## src/design/lc4_pkg.sv

```systemverilog
`default_nettype none

package lc4_pkg;

    // data word, instruction word and PC share one width
    typedef logic [15:0] word_t;
    typedef logic [2:0]  reg_sel_t;
    // one-hot condition bits with n = 100, z = 010 and p = 001
    typedef logic [2:0]  nzp_t;
    typedef logic [3:0]  opcode_t;
    typedef logic [2:0]  alu_op_t;
    typedef logic [1:0]  stall_code_t;

    localparam int unsigned REG_COUNT = 8;

    localparam opcode_t OPC_BR    = 4'b0000;
    localparam opcode_t OPC_ADD   = 4'b0001;
    localparam opcode_t OPC_AND   = 4'b0101;
    localparam opcode_t OPC_CONST = 4'b1001;

    // decoded operations carried from decode to execute
    localparam alu_op_t ALU_NOP   = 3'd0;
    localparam alu_op_t ALU_ADD   = 3'd1;
    localparam alu_op_t ALU_ADDI  = 3'd2;
    localparam alu_op_t ALU_AND   = 3'd3;
    localparam alu_op_t ALU_CONST = 3'd4;
    localparam alu_op_t ALU_BR    = 3'd5;

    // instruction field positions
    localparam int F_OPC_HI   = 15;
    localparam int F_OPC_LO   = 12;
    localparam int F_DST_HI   = 11;
    localparam int F_DST_LO   = 9;
    localparam int F_SRC_S_HI = 8;
    localparam int F_SRC_S_LO = 6;
    localparam int F_SUB_HI   = 5;
    localparam int F_SUB_LO   = 3;
    localparam int F_SRC_T_HI = 2;
    localparam int F_SRC_T_LO = 0;
    // bit 5 selects the immediate form of ADD
    localparam int F_IMM_FLAG = 5;
    localparam int F_IMM5_HI  = 4;
    localparam int F_IMM9_HI  = 8;

    // reset bubbles and flushed slots both retire as STALL_FLUSH
    localparam stall_code_t STALL_NONE  = 2'd0;
    localparam stall_code_t STALL_FLUSH = 2'd2;

endpackage

`default_nettype wire

```

## src/design/lc4_core.sv

```systemverilog
`default_nettype none

module lc4_core #(
    parameter lc4_pkg::word_t P_RESET_PC = 16'h8200
) (
    input  wire                         gwe,
    input  wire                         i_rst_n,
    input  wire lc4_pkg::word_t         i_cur_insn,
    output wire lc4_pkg::word_t         o_cur_pc,
    output wire lc4_pkg::word_t         o_wb_pc,
    output wire lc4_pkg::word_t         o_wb_insn,
    output wire                         o_wb_we,
    output wire lc4_pkg::reg_sel_t      o_wb_sel,
    output wire lc4_pkg::word_t         o_wb_data,
    output wire                         o_nzp_we,
    output wire lc4_pkg::nzp_t          o_nzp_bits,
    output wire lc4_pkg::stall_code_t   o_wb_stall
);
    import lc4_pkg::*;

    // fetch to decode
    wire word_t       f_insn;
    wire word_t       f_pc;
    wire stall_code_t f_stall;

    // register file read ports
    wire reg_sel_t    rd_sel_s;
    wire reg_sel_t    rd_sel_t;
    wire word_t       rd_data_s;
    wire word_t       rd_data_t;

    // decode to execute
    wire alu_op_t     x_op;
    wire reg_sel_t    x_dst;
    wire reg_sel_t    x_src_s;
    wire reg_sel_t    x_src_t;
    wire word_t       x_a;
    wire word_t       x_b;
    wire word_t       x_imm;
    wire nzp_t        x_nzp_mask;
    wire word_t       x_pc;
    wire word_t       x_insn;
    wire stall_code_t x_stall;

    wire              br_taken;
    wire word_t       br_target;

    lc4_fetch #(
        .P_RESET_PC (P_RESET_PC)
    ) fetch0 (
        .gwe         (gwe),
        .i_rst_n     (i_rst_n),
        .i_cur_insn  (i_cur_insn),
        .i_br_taken  (br_taken),
        .i_br_target (br_target),
        .o_cur_pc    (o_cur_pc),
        .o_f_insn    (f_insn),
        .o_f_pc      (f_pc),
        .o_f_stall   (f_stall)
    );

    lc4_decode decode0 (
        .gwe          (gwe),
        .i_rst_n      (i_rst_n),
        .i_f_insn     (f_insn),
        .i_f_pc       (f_pc),
        .i_f_stall    (f_stall),
        .i_br_taken   (br_taken),
        .i_wb_we      (o_wb_we),
        .i_wb_sel     (o_wb_sel),
        .i_wb_data    (o_wb_data),
        .i_rd_data_s  (rd_data_s),
        .i_rd_data_t  (rd_data_t),
        .o_rd_sel_s   (rd_sel_s),
        .o_rd_sel_t   (rd_sel_t),
        .o_x_op       (x_op),
        .o_x_dst      (x_dst),
        .o_x_src_s    (x_src_s),
        .o_x_src_t    (x_src_t),
        .o_x_a        (x_a),
        .o_x_b        (x_b),
        .o_x_imm      (x_imm),
        .o_x_nzp_mask (x_nzp_mask),
        .o_x_pc       (x_pc),
        .o_x_insn     (x_insn),
        .o_x_stall    (x_stall)
    );

    // written from the writeback latch one edge after retirement
    lc4_regfile regfile0 (
        .gwe         (gwe),
        .i_rst_n     (i_rst_n),
        .i_rd_sel_s  (rd_sel_s),
        .i_rd_sel_t  (rd_sel_t),
        .i_wr_we     (o_wb_we),
        .i_wr_sel    (o_wb_sel),
        .i_wr_data   (o_wb_data),
        .o_rd_data_s (rd_data_s),
        .o_rd_data_t (rd_data_t)
    );

    lc4_execute execute0 (
        .gwe          (gwe),
        .i_rst_n      (i_rst_n),
        .i_x_op       (x_op),
        .i_x_dst      (x_dst),
        .i_x_src_s    (x_src_s),
        .i_x_src_t    (x_src_t),
        .i_x_a        (x_a),
        .i_x_b        (x_b),
        .i_x_imm      (x_imm),
        .i_x_nzp_mask (x_nzp_mask),
        .i_x_pc       (x_pc),
        .i_x_insn     (x_insn),
        .i_x_stall    (x_stall),
        .o_br_taken   (br_taken),
        .o_br_target  (br_target),
        .o_wb_we      (o_wb_we),
        .o_wb_sel     (o_wb_sel),
        .o_wb_data    (o_wb_data),
        .o_wb_pc      (o_wb_pc),
        .o_wb_insn    (o_wb_insn),
        .o_nzp_we     (o_nzp_we),
        .o_nzp_bits   (o_nzp_bits),
        .o_wb_stall   (o_wb_stall)
    );

endmodule

`default_nettype wire

```

## src/design/lc4_decode.sv

```systemverilog
`default_nettype none

module lc4_decode (
    input  wire                         gwe,
    input  wire                         i_rst_n,
    input  wire lc4_pkg::word_t         i_f_insn,
    input  wire lc4_pkg::word_t         i_f_pc,
    input  wire lc4_pkg::stall_code_t   i_f_stall,
    input  wire                         i_br_taken,
    input  wire                         i_wb_we,
    input  wire lc4_pkg::reg_sel_t      i_wb_sel,
    input  wire lc4_pkg::word_t         i_wb_data,
    input  wire lc4_pkg::word_t         i_rd_data_s,
    input  wire lc4_pkg::word_t         i_rd_data_t,
    output lc4_pkg::reg_sel_t           o_rd_sel_s,
    output lc4_pkg::reg_sel_t           o_rd_sel_t,
    output lc4_pkg::alu_op_t            o_x_op,
    output lc4_pkg::reg_sel_t           o_x_dst,
    output lc4_pkg::reg_sel_t           o_x_src_s,
    output lc4_pkg::reg_sel_t           o_x_src_t,
    output lc4_pkg::word_t              o_x_a,
    output lc4_pkg::word_t              o_x_b,
    output lc4_pkg::word_t              o_x_imm,
    output lc4_pkg::nzp_t               o_x_nzp_mask,
    output lc4_pkg::word_t              o_x_pc,
    output lc4_pkg::word_t              o_x_insn,
    output lc4_pkg::stall_code_t        o_x_stall
);
    import lc4_pkg::*;

    opcode_t  opc;
    reg_sel_t dst;
    alu_op_t  dec_op;
    word_t    dec_imm;
    word_t    val_s;
    word_t    val_t;

    assign opc        = i_f_insn[F_OPC_HI:F_OPC_LO];
    assign dst        = i_f_insn[F_DST_HI:F_DST_LO];
    assign o_rd_sel_s = i_f_insn[F_SRC_S_HI:F_SRC_S_LO];
    assign o_rd_sel_t = i_f_insn[F_SRC_T_HI:F_SRC_T_LO];

    // write-through of the instruction retiring this cycle
    assign val_s = (i_wb_we && i_wb_sel == o_rd_sel_s) ? i_wb_data : i_rd_data_s;
    assign val_t = (i_wb_we && i_wb_sel == o_rd_sel_t) ? i_wb_data : i_rd_data_t;

    always_comb begin
        dec_op  = ALU_NOP;
        dec_imm = {{7{i_f_insn[F_IMM9_HI]}}, i_f_insn[F_IMM9_HI:0]};
        case (opc)
            OPC_ADD: begin
                if (i_f_insn[F_IMM_FLAG]) begin
                    dec_op  = ALU_ADDI;
                    dec_imm = {{11{i_f_insn[F_IMM5_HI]}}, i_f_insn[F_IMM5_HI:0]};
                end else if (i_f_insn[F_SUB_HI:F_SUB_LO] == 3'b000) begin
                    dec_op = ALU_ADD;
                end
            end
            OPC_AND: begin
                if (i_f_insn[F_SUB_HI:F_SUB_LO] == 3'b000) begin
                    dec_op = ALU_AND;
                end
            end
            OPC_CONST: dec_op = ALU_CONST;
            // mask 000 decodes as a branch that is never taken
            OPC_BR:    dec_op = ALU_BR;
            default:   dec_op = ALU_NOP;
        endcase
    end

    // decode to execute latch
    always_ff @(posedge gwe) begin
        if (!i_rst_n || i_br_taken) begin
            o_x_op    <= ALU_NOP;
            o_x_insn  <= '0;
            o_x_pc    <= '0;
            o_x_stall <= STALL_FLUSH;
        end else begin
            o_x_op    <= dec_op;
            o_x_insn  <= i_f_insn;
            o_x_pc    <= i_f_pc;
            o_x_stall <= i_f_stall;
        end
        o_x_dst      <= dst;
        o_x_src_s    <= o_rd_sel_s;
        o_x_src_t    <= o_rd_sel_t;
        o_x_a        <= val_s;
        o_x_b        <= val_t;
        o_x_imm      <= dec_imm;
        o_x_nzp_mask <= dst;
    end

endmodule

`default_nettype wire

```

## src/design/lc4_execute.sv

```systemverilog
`default_nettype none

module lc4_execute (
    input  wire                         gwe,
    input  wire                         i_rst_n,
    input  wire lc4_pkg::alu_op_t       i_x_op,
    input  wire lc4_pkg::reg_sel_t      i_x_dst,
    input  wire lc4_pkg::reg_sel_t      i_x_src_s,
    input  wire lc4_pkg::reg_sel_t      i_x_src_t,
    input  wire lc4_pkg::word_t         i_x_a,
    input  wire lc4_pkg::word_t         i_x_b,
    input  wire lc4_pkg::word_t         i_x_imm,
    input  wire lc4_pkg::nzp_t          i_x_nzp_mask,
    input  wire lc4_pkg::word_t         i_x_pc,
    input  wire lc4_pkg::word_t         i_x_insn,
    input  wire lc4_pkg::stall_code_t   i_x_stall,
    output logic                        o_br_taken,
    output lc4_pkg::word_t              o_br_target,
    output logic                        o_wb_we,
    output lc4_pkg::reg_sel_t           o_wb_sel,
    output lc4_pkg::word_t              o_wb_data,
    output lc4_pkg::word_t              o_wb_pc,
    output lc4_pkg::word_t              o_wb_insn,
    output logic                        o_nzp_we,
    output lc4_pkg::nzp_t               o_nzp_bits,
    output lc4_pkg::stall_code_t        o_wb_stall
);
    import lc4_pkg::*;

    word_t op_a;
    word_t op_b;
    word_t result;
    logic  writes_reg;
    nzp_t  res_nzp;
    nzp_t  nzp_q;

    // writeback to execute bypass from the instruction one ahead
    assign op_a = (o_wb_we && o_wb_sel == i_x_src_s) ? o_wb_data : i_x_a;
    assign op_b = (o_wb_we && o_wb_sel == i_x_src_t) ? o_wb_data : i_x_b;

    always_comb begin
        case (i_x_op)
            ALU_ADD:   result = op_a + op_b;
            ALU_ADDI:  result = op_a + i_x_imm;
            ALU_AND:   result = op_a & op_b;
            ALU_CONST: result = i_x_imm;
            default:   result = '0;
        endcase
    end

    assign writes_reg = (i_x_op == ALU_ADD) || (i_x_op == ALU_ADDI) ||
                        (i_x_op == ALU_AND) || (i_x_op == ALU_CONST);

    // sign of the result taken as a signed word
    always_comb begin
        if ($signed(result) < 0) begin
            res_nzp = 3'b100;
        end else if (result == '0) begin
            res_nzp = 3'b010;
        end else begin
            res_nzp = 3'b001;
        end
    end

    // branch compares against the flags of the last retired writer
    assign o_br_taken  = (i_x_op == ALU_BR) && ((i_x_nzp_mask & nzp_q) != 3'b000);
    assign o_br_target = i_x_pc + 16'd1 + i_x_imm;

    always_ff @(posedge gwe) begin
        if (!i_rst_n) begin
            nzp_q <= 3'b000;
        end else if (writes_reg) begin
            nzp_q <= res_nzp;
        end
    end

    // writeback latch and retirement record
    always_ff @(posedge gwe) begin
        if (!i_rst_n) begin
            o_wb_we    <= 1'b0;
            o_nzp_we   <= 1'b0;
            o_wb_stall <= STALL_FLUSH;
            o_wb_insn  <= '0;
            o_wb_pc    <= '0;
            o_wb_sel   <= '0;
            o_wb_data  <= '0;
            o_nzp_bits <= '0;
        end else begin
            o_wb_we    <= writes_reg;
            o_nzp_we   <= writes_reg;
            o_wb_stall <= i_x_stall;
            o_wb_insn  <= i_x_insn;
            o_wb_pc    <= i_x_pc;
            o_wb_sel   <= i_x_dst;
            o_wb_data  <= result;
            o_nzp_bits <= writes_reg ? res_nzp : 3'b000;
        end
    end

endmodule

`default_nettype wire

```

## src/design/lc4_fetch.sv

```systemverilog
`default_nettype none

module lc4_fetch #(
    parameter lc4_pkg::word_t P_RESET_PC = 16'h8200
) (
    input  wire                         gwe,
    input  wire                         i_rst_n,
    input  wire lc4_pkg::word_t         i_cur_insn,
    input  wire                         i_br_taken,
    input  wire lc4_pkg::word_t         i_br_target,
    output lc4_pkg::word_t              o_cur_pc,
    output lc4_pkg::word_t              o_f_insn,
    output lc4_pkg::word_t              o_f_pc,
    output lc4_pkg::stall_code_t        o_f_stall
);
    import lc4_pkg::*;

    word_t pc_q;
    word_t pc_next;

    // a branch resolved in execute redirects the PC on the next edge
    assign pc_next  = i_br_taken ? i_br_target : pc_q + 16'd1;
    assign o_cur_pc = pc_q;

    always_ff @(posedge gwe) begin
        if (!i_rst_n) begin
            pc_q <= P_RESET_PC;
        end else begin
            pc_q <= pc_next;
        end
    end

    // fetch to decode latch
    always_ff @(posedge gwe) begin
        if (!i_rst_n || i_br_taken) begin
            // squash the word fetched down the wrong path
            o_f_insn  <= '0;
            o_f_pc    <= '0;
            o_f_stall <= STALL_FLUSH;
        end else begin
            o_f_insn  <= i_cur_insn;
            o_f_pc    <= pc_q;
            o_f_stall <= STALL_NONE;
        end
    end

endmodule

`default_nettype wire

```

## src/design/lc4_regfile.sv

```systemverilog
`default_nettype none

module lc4_regfile (
    input  wire                         gwe,
    input  wire                         i_rst_n,
    input  wire lc4_pkg::reg_sel_t      i_rd_sel_s,
    input  wire lc4_pkg::reg_sel_t      i_rd_sel_t,
    input  wire                         i_wr_we,
    input  wire lc4_pkg::reg_sel_t      i_wr_sel,
    input  wire lc4_pkg::word_t         i_wr_data,
    output lc4_pkg::word_t              o_rd_data_s,
    output lc4_pkg::word_t              o_rd_data_t
);
    import lc4_pkg::*;

    word_t regs [0:REG_COUNT-1];

    // combinational read ports
    // a same-cycle write is forwarded in decode
    assign o_rd_data_s = regs[i_rd_sel_s];
    assign o_rd_data_t = regs[i_rd_sel_t];

    always_ff @(posedge gwe) begin
        if (!i_rst_n) begin
            for (int i = 0; i < REG_COUNT; i++) begin
                regs[i] <= '0;
            end
        end else if (i_wr_we) begin
            regs[i_wr_sel] <= i_wr_data;
        end
    end

endmodule

`default_nettype wire

```

## config.mk

```make
export PLATFORM = sky130hd
export DESIGN_NAME = lc4_core
export DESIGN_NICKNAME = d
export VERILOG_FILES = /design/src/design/lc4_pkg.sv /design/src/design/lc4_core.sv /design/src/design/lc4_decode.sv /design/src/design/lc4_execute.sv /design/src/design/lc4_fetch.sv /design/src/design/lc4_regfile.sv
export SDC_FILE = /design/constraint.sdc
export NUM_CORES = 1
export LEC_CHECK = 0
export BUFFER_PORTS_ARGS = -buffer_cell sky130_fd_sc_hd__buf_2
export CORE_MARGIN = 1
export CORE_UTILIZATION = 65
export DETAILED_ROUTE_END_ITERATION = 10
export PLACE_DENSITY = 0.81
export SKIP_CTS_REPAIR_TIMING = 1
export SYNTH_ARGS = -nofsm -noshare
export SYNTH_HDL_FRONTEND = slang
export SYNTH_SLANG_ARGS = --single-unit
```

## constraint.sdc

```tcl
create_clock -name gwe -period 9.6 [get_ports gwe]
set_input_delay 0.48 -clock gwe [delete_from_list [all_inputs] [get_ports gwe]]
set_output_delay 0.48 -clock gwe [all_outputs]
set_load 0.02 [all_outputs]
```

==> flow_summary.ini <==
[route]
num_vias = 10760
drt-vias-per-instance = 6.435
dr.pass1.iters = 5
drcViolationCount = 0
post_drt_wl_per_cell_um = 23.33
routed_wl_um = 39000
drt_iter0_drc = 1271
ant_nets = 0

[grt]
grt_util_met2_pct = 53.27
gr-total-overflow = 0
grt_pass1_vias = 10480
met3_usage_pct = 5.355
grt_usage_pct = 33.24
grt_max_degree = 97
busiest_layer = met2
antenna_found_initial = 0
use_met1_pct = 46.54
grt_first_pass_wirelength_um = 59440

[pwr]
sw_frac_of_total_pct = 25.71
p_comb_share_pct = 13.1
p_switching_w = 0.0008289
pwr_density_cell_nw_per_um2 = 193.7
seqPwrFrac_pct = 47.5
ir_drop_mv = 0.1418
intPower_w = 0.002396
clkPwrFrac_pct = 39.4
total_power_w = 0.003225
leakagePower_nw = 7.173

[sta]
min_period_ps = 4941
max_slew_margin_pct = 14.06
finClkSkew_ps = 22.43
tightest_slew_ps = 1280
setup_viol = 0
finalSetupTns_ps = 0
maxSlewViolCount = 0
rsz0062_at_grt = no
hold_viol = 0
period_share_pct = 51.47
max_freq_mhz = 202.4

[die]
dieArea_um2 = 23620
die_h_um = 153.7
start_util_pct = 66.25
ioPinCount = 92
die_x_um = 153.7
core_area_um2 = 22570
core.rowCount = 55

[setup_path]
cp_max_fo = 26
crit_required_ps = 10050
crit_end = execute0.nzp_q[1]$_SDFFE_PN0N_
reg2reg_to = execute0.nzp_q[1]$_SDFFE_PN0N_
critPathArrivalTime_ps = 5390
worst_setup_path_startpoint = execute0.o_wb_sel[2]$_SDFF_PN0_
worstSetupPathType = reg2reg
worstRegToRegCells = 15
crit_path_start_kind = flip-flop
rrSetupSlack_ps = 4660
reg2reg_from = execute0.o_wb_sel[2]$_SDFF_PN0_
crit_path_end_kind = flip-flop

[clock_tree]
cts_num_sinks = 319
clk_pin_slew_ps = 60
htree_levels = 2
cts_max_path_buffers = 3
insertion_delay_ps = 520
cts_root_buffer = clkbuf_16
cts_buffers = 34
cts_tree = yes

[placed_design]
gp_congestion = 0.9407
port_buffers = 90
dpl.hpwl_um = 25040

[logic_synthesis]
ys_ff_latch = 319
avgSynthCellArea_um2 = 11.43
synth_edf_count = 128
synth_cells = 1308
synthDistinctLibCells = 64
ys_async_sr_fraction_pct = 0
synth_flop_cell = dfxtp_1
synth.cell_area_um2 = 14950
ys_warn_count = 0
ys_seq_area_share_pct = 51.28
synth_fp_nets = 1359

[cells_and_area]
syn2layout_area_growth_pct = 11.35
layout.nets = 1412
utilization_pct = 73.77
drive_above_1_share_pct = 18.82
diodes = 0

[flow_run]
drv_cap = 0

[min_path]
hold_class = in2reg

[status]
status = finished, final reports clean
==> per-layer routing <==
metal | vias up | share of wire, % | routed length (um)
met5 | - | 0 | 0
met4 | 0 | 2.1 | 838
met3 | 77 | 9.7 | 3800
met2 | 577 | 47 | 18460
met1 | 5253 | 41 | 15910
li1 | 4853 | - | -
==> how the worst min path moves through the flow <==
stage,start,to,slack (ps),cells past startpoint
floorplan,fetch0.o_f_insn[9]$_SDFF_PP0_,decode0.o_x_dst[0]$_DFF_P_,320,0
global placement,fetch0.o_f_insn[9]$_SDFF_PP0_,decode0.o_x_dst[0]$_DFF_P_,340,0
detailed placement,fetch0.o_f_insn[9]$_SDFF_PP0_,decode0.o_x_dst[0]$_DFF_P_,340,0
CTS,i_cur_insn[0],fetch0.o_f_insn[0]$_SDFF_PP0_,180,2
global route,i_cur_insn[0],fetch0.o_f_insn[0]$_SDFF_PP0_,200,2
finish,i_cur_insn[0],fetch0.o_f_insn[0]$_SDFF_PP0_,190,2
==> cell families after synthesis <==
family / share of synthesized area [%]
AO/OA/AOI/OAI: 8.518
XOR/XNOR: 2.812
adder cells (fa/ha/maj): 2.862
buffers and inverters: 2.962
flip-flops: 51.28
multiplexers: 14.43
other: 0.02508
AND/OR/NAND/NOR: 17.12
==> cells in the final DEF, fill, tap and decap left out, types with 8 or more instances in the layout <==
| master | synthesis | routed |
|---|---|---|
| o211a_1 | 13 | 13 |
| inv_1 | 9 | 9 |
| nor2_1 | 97 | 97 |
| a211oi_1 | 10 | 10 |
| nand2_1 | 48 | 48 |
| ha_1 | 31 | 31 |
| mux2i_1 | 49 | 49 |
| xnor2_1 | 27 | 27 |
| and3_1 | 68 | 68 |
| nand2b_1 | 15 | 15 |
| dfxtp_1 | 191 | 188 |
| buf_4 | 2 | 28 |
| mux2_2 | 15 | 15 |
| mux4_2 | 64 | 64 |
| a21oi_1 | 84 | 84 |
| edfxtp_1 | 128 | 128 |
| nor3_1 | 17 | 17 |
| o21ai_0 | 36 | 31 |
| buf_2 | 3 | 89 |
| and2_1 | 163 | 163 |
| clkbuf_1 | 81 | 8 |
| o221ai_1 | 8 | 8 |
| nand3_1 | 14 | 14 |
| xor2_1 | 21 | 21 |
| clkbuf_16 | 0 | 35 |
==> registers in the layout, summed over array words and instances, names as in the netlist, 2 cells and up <==
name                 flops
regfile0.regs          128
fetch0.o_cur_pc         16
decode0.o_x_insn        16
execute0.o_nzp_bits      3
decode0.o_x_a           16
decode0.o_x_op           3
execute0.o_wb_data      16
execute0.nzp_q           3
decode0.o_x_dst          3
execute0.o_wb_insn      16
fetch0.o_f_insn         16
decode0.o_x_src_t        2
fetch0.o_f_pc           16
execute0.o_wb_pc        16
decode0.o_x_b           16
decode0.o_x_pc          16
execute0.o_wb_sel        3
decode0.o_x_src_s        3
decode0.o_x_imm          7
==> per-stage QoR <==
| stage | instance area [um2] | hold slack (ps) | cells | worst slack [ps] |
|---|---|---|---|---|
| after floorplan | 14950 | 323.6 | 1308 | 5014 |
| after global placement | 15560 | 338.8 | 1610 | 4864 |
| after detailed placement | 15560 | 342.4 | 1610 | 4765 |
| after CTS | 16650 | 176.6 | 1672 | 4735 |
| after global routing | 16650 | 202.8 | 1672 | 4411 |
| final | 16650 | 187.3 | 1672 | 4659 |
==> area by class of cell <==
cell class,instances,area [um2]
Clock buffer,48,974.7
Clock inverter,14,115.1
Fill cell,1513,5921
Inverter,9,33.78
Multi-Input combinational cell,880,6844
Sequential cell,319,7671
Tap cell,285,356.6
Timing Repair Buffer,117,655.6
==> power groups by stage <==
stage / logic (W) / registers, W / clock network (W)
after floorplan: 0.000312 / 0.00154 / 0
after global placement: 0.000412 / 0.00155 / 0
after detailed placement: 0.000413 / 0.00156 / 0
after CTS: 0.000418 / 0.00153 / 0.00128
after global routing: 0.000456 / 0.00154 / 0.00134
final: 0.000423 / 0.00153 / 0.00127
==> critical path, stage by stage, from the launching register on <==
cell,delay (ps)
dfxtp_1,650
xor2_1,180
or4b_1,550
buf_4,260
mux2i_1,230
inv_1,70
ha_1,240
fa_1,480
a21o_1,230
a311oi_1,370
o21ai_0,190
xnor2_1,170
o221ai_1,170
or4b_1,580
nor4_2,290
a32o_1,220
==> synthesized netlist by cell type, types with 27 or more instances <==
master | number | share of area [%]
dfxtp_1 | 191 | 26
and2_1 | 163 | 6.8
edfxtp_1 | 128 | 26
nor2_1 | 97 | 2.4
a21oi_1 | 84 | 2.8
clkbuf_1 | 81 | 2.0
and3_1 | 68 | 2.8
mux4_2 | 64 | 9.6
mux2i_1 | 49 | 3.3
nand2_1 | 48 | 1.2
o21ai_0 | 36 | 1.2
ha_1 | 31 | 2.6
xnor2_1 | 27 | 1.6
(Power assumes the default switching activity.)
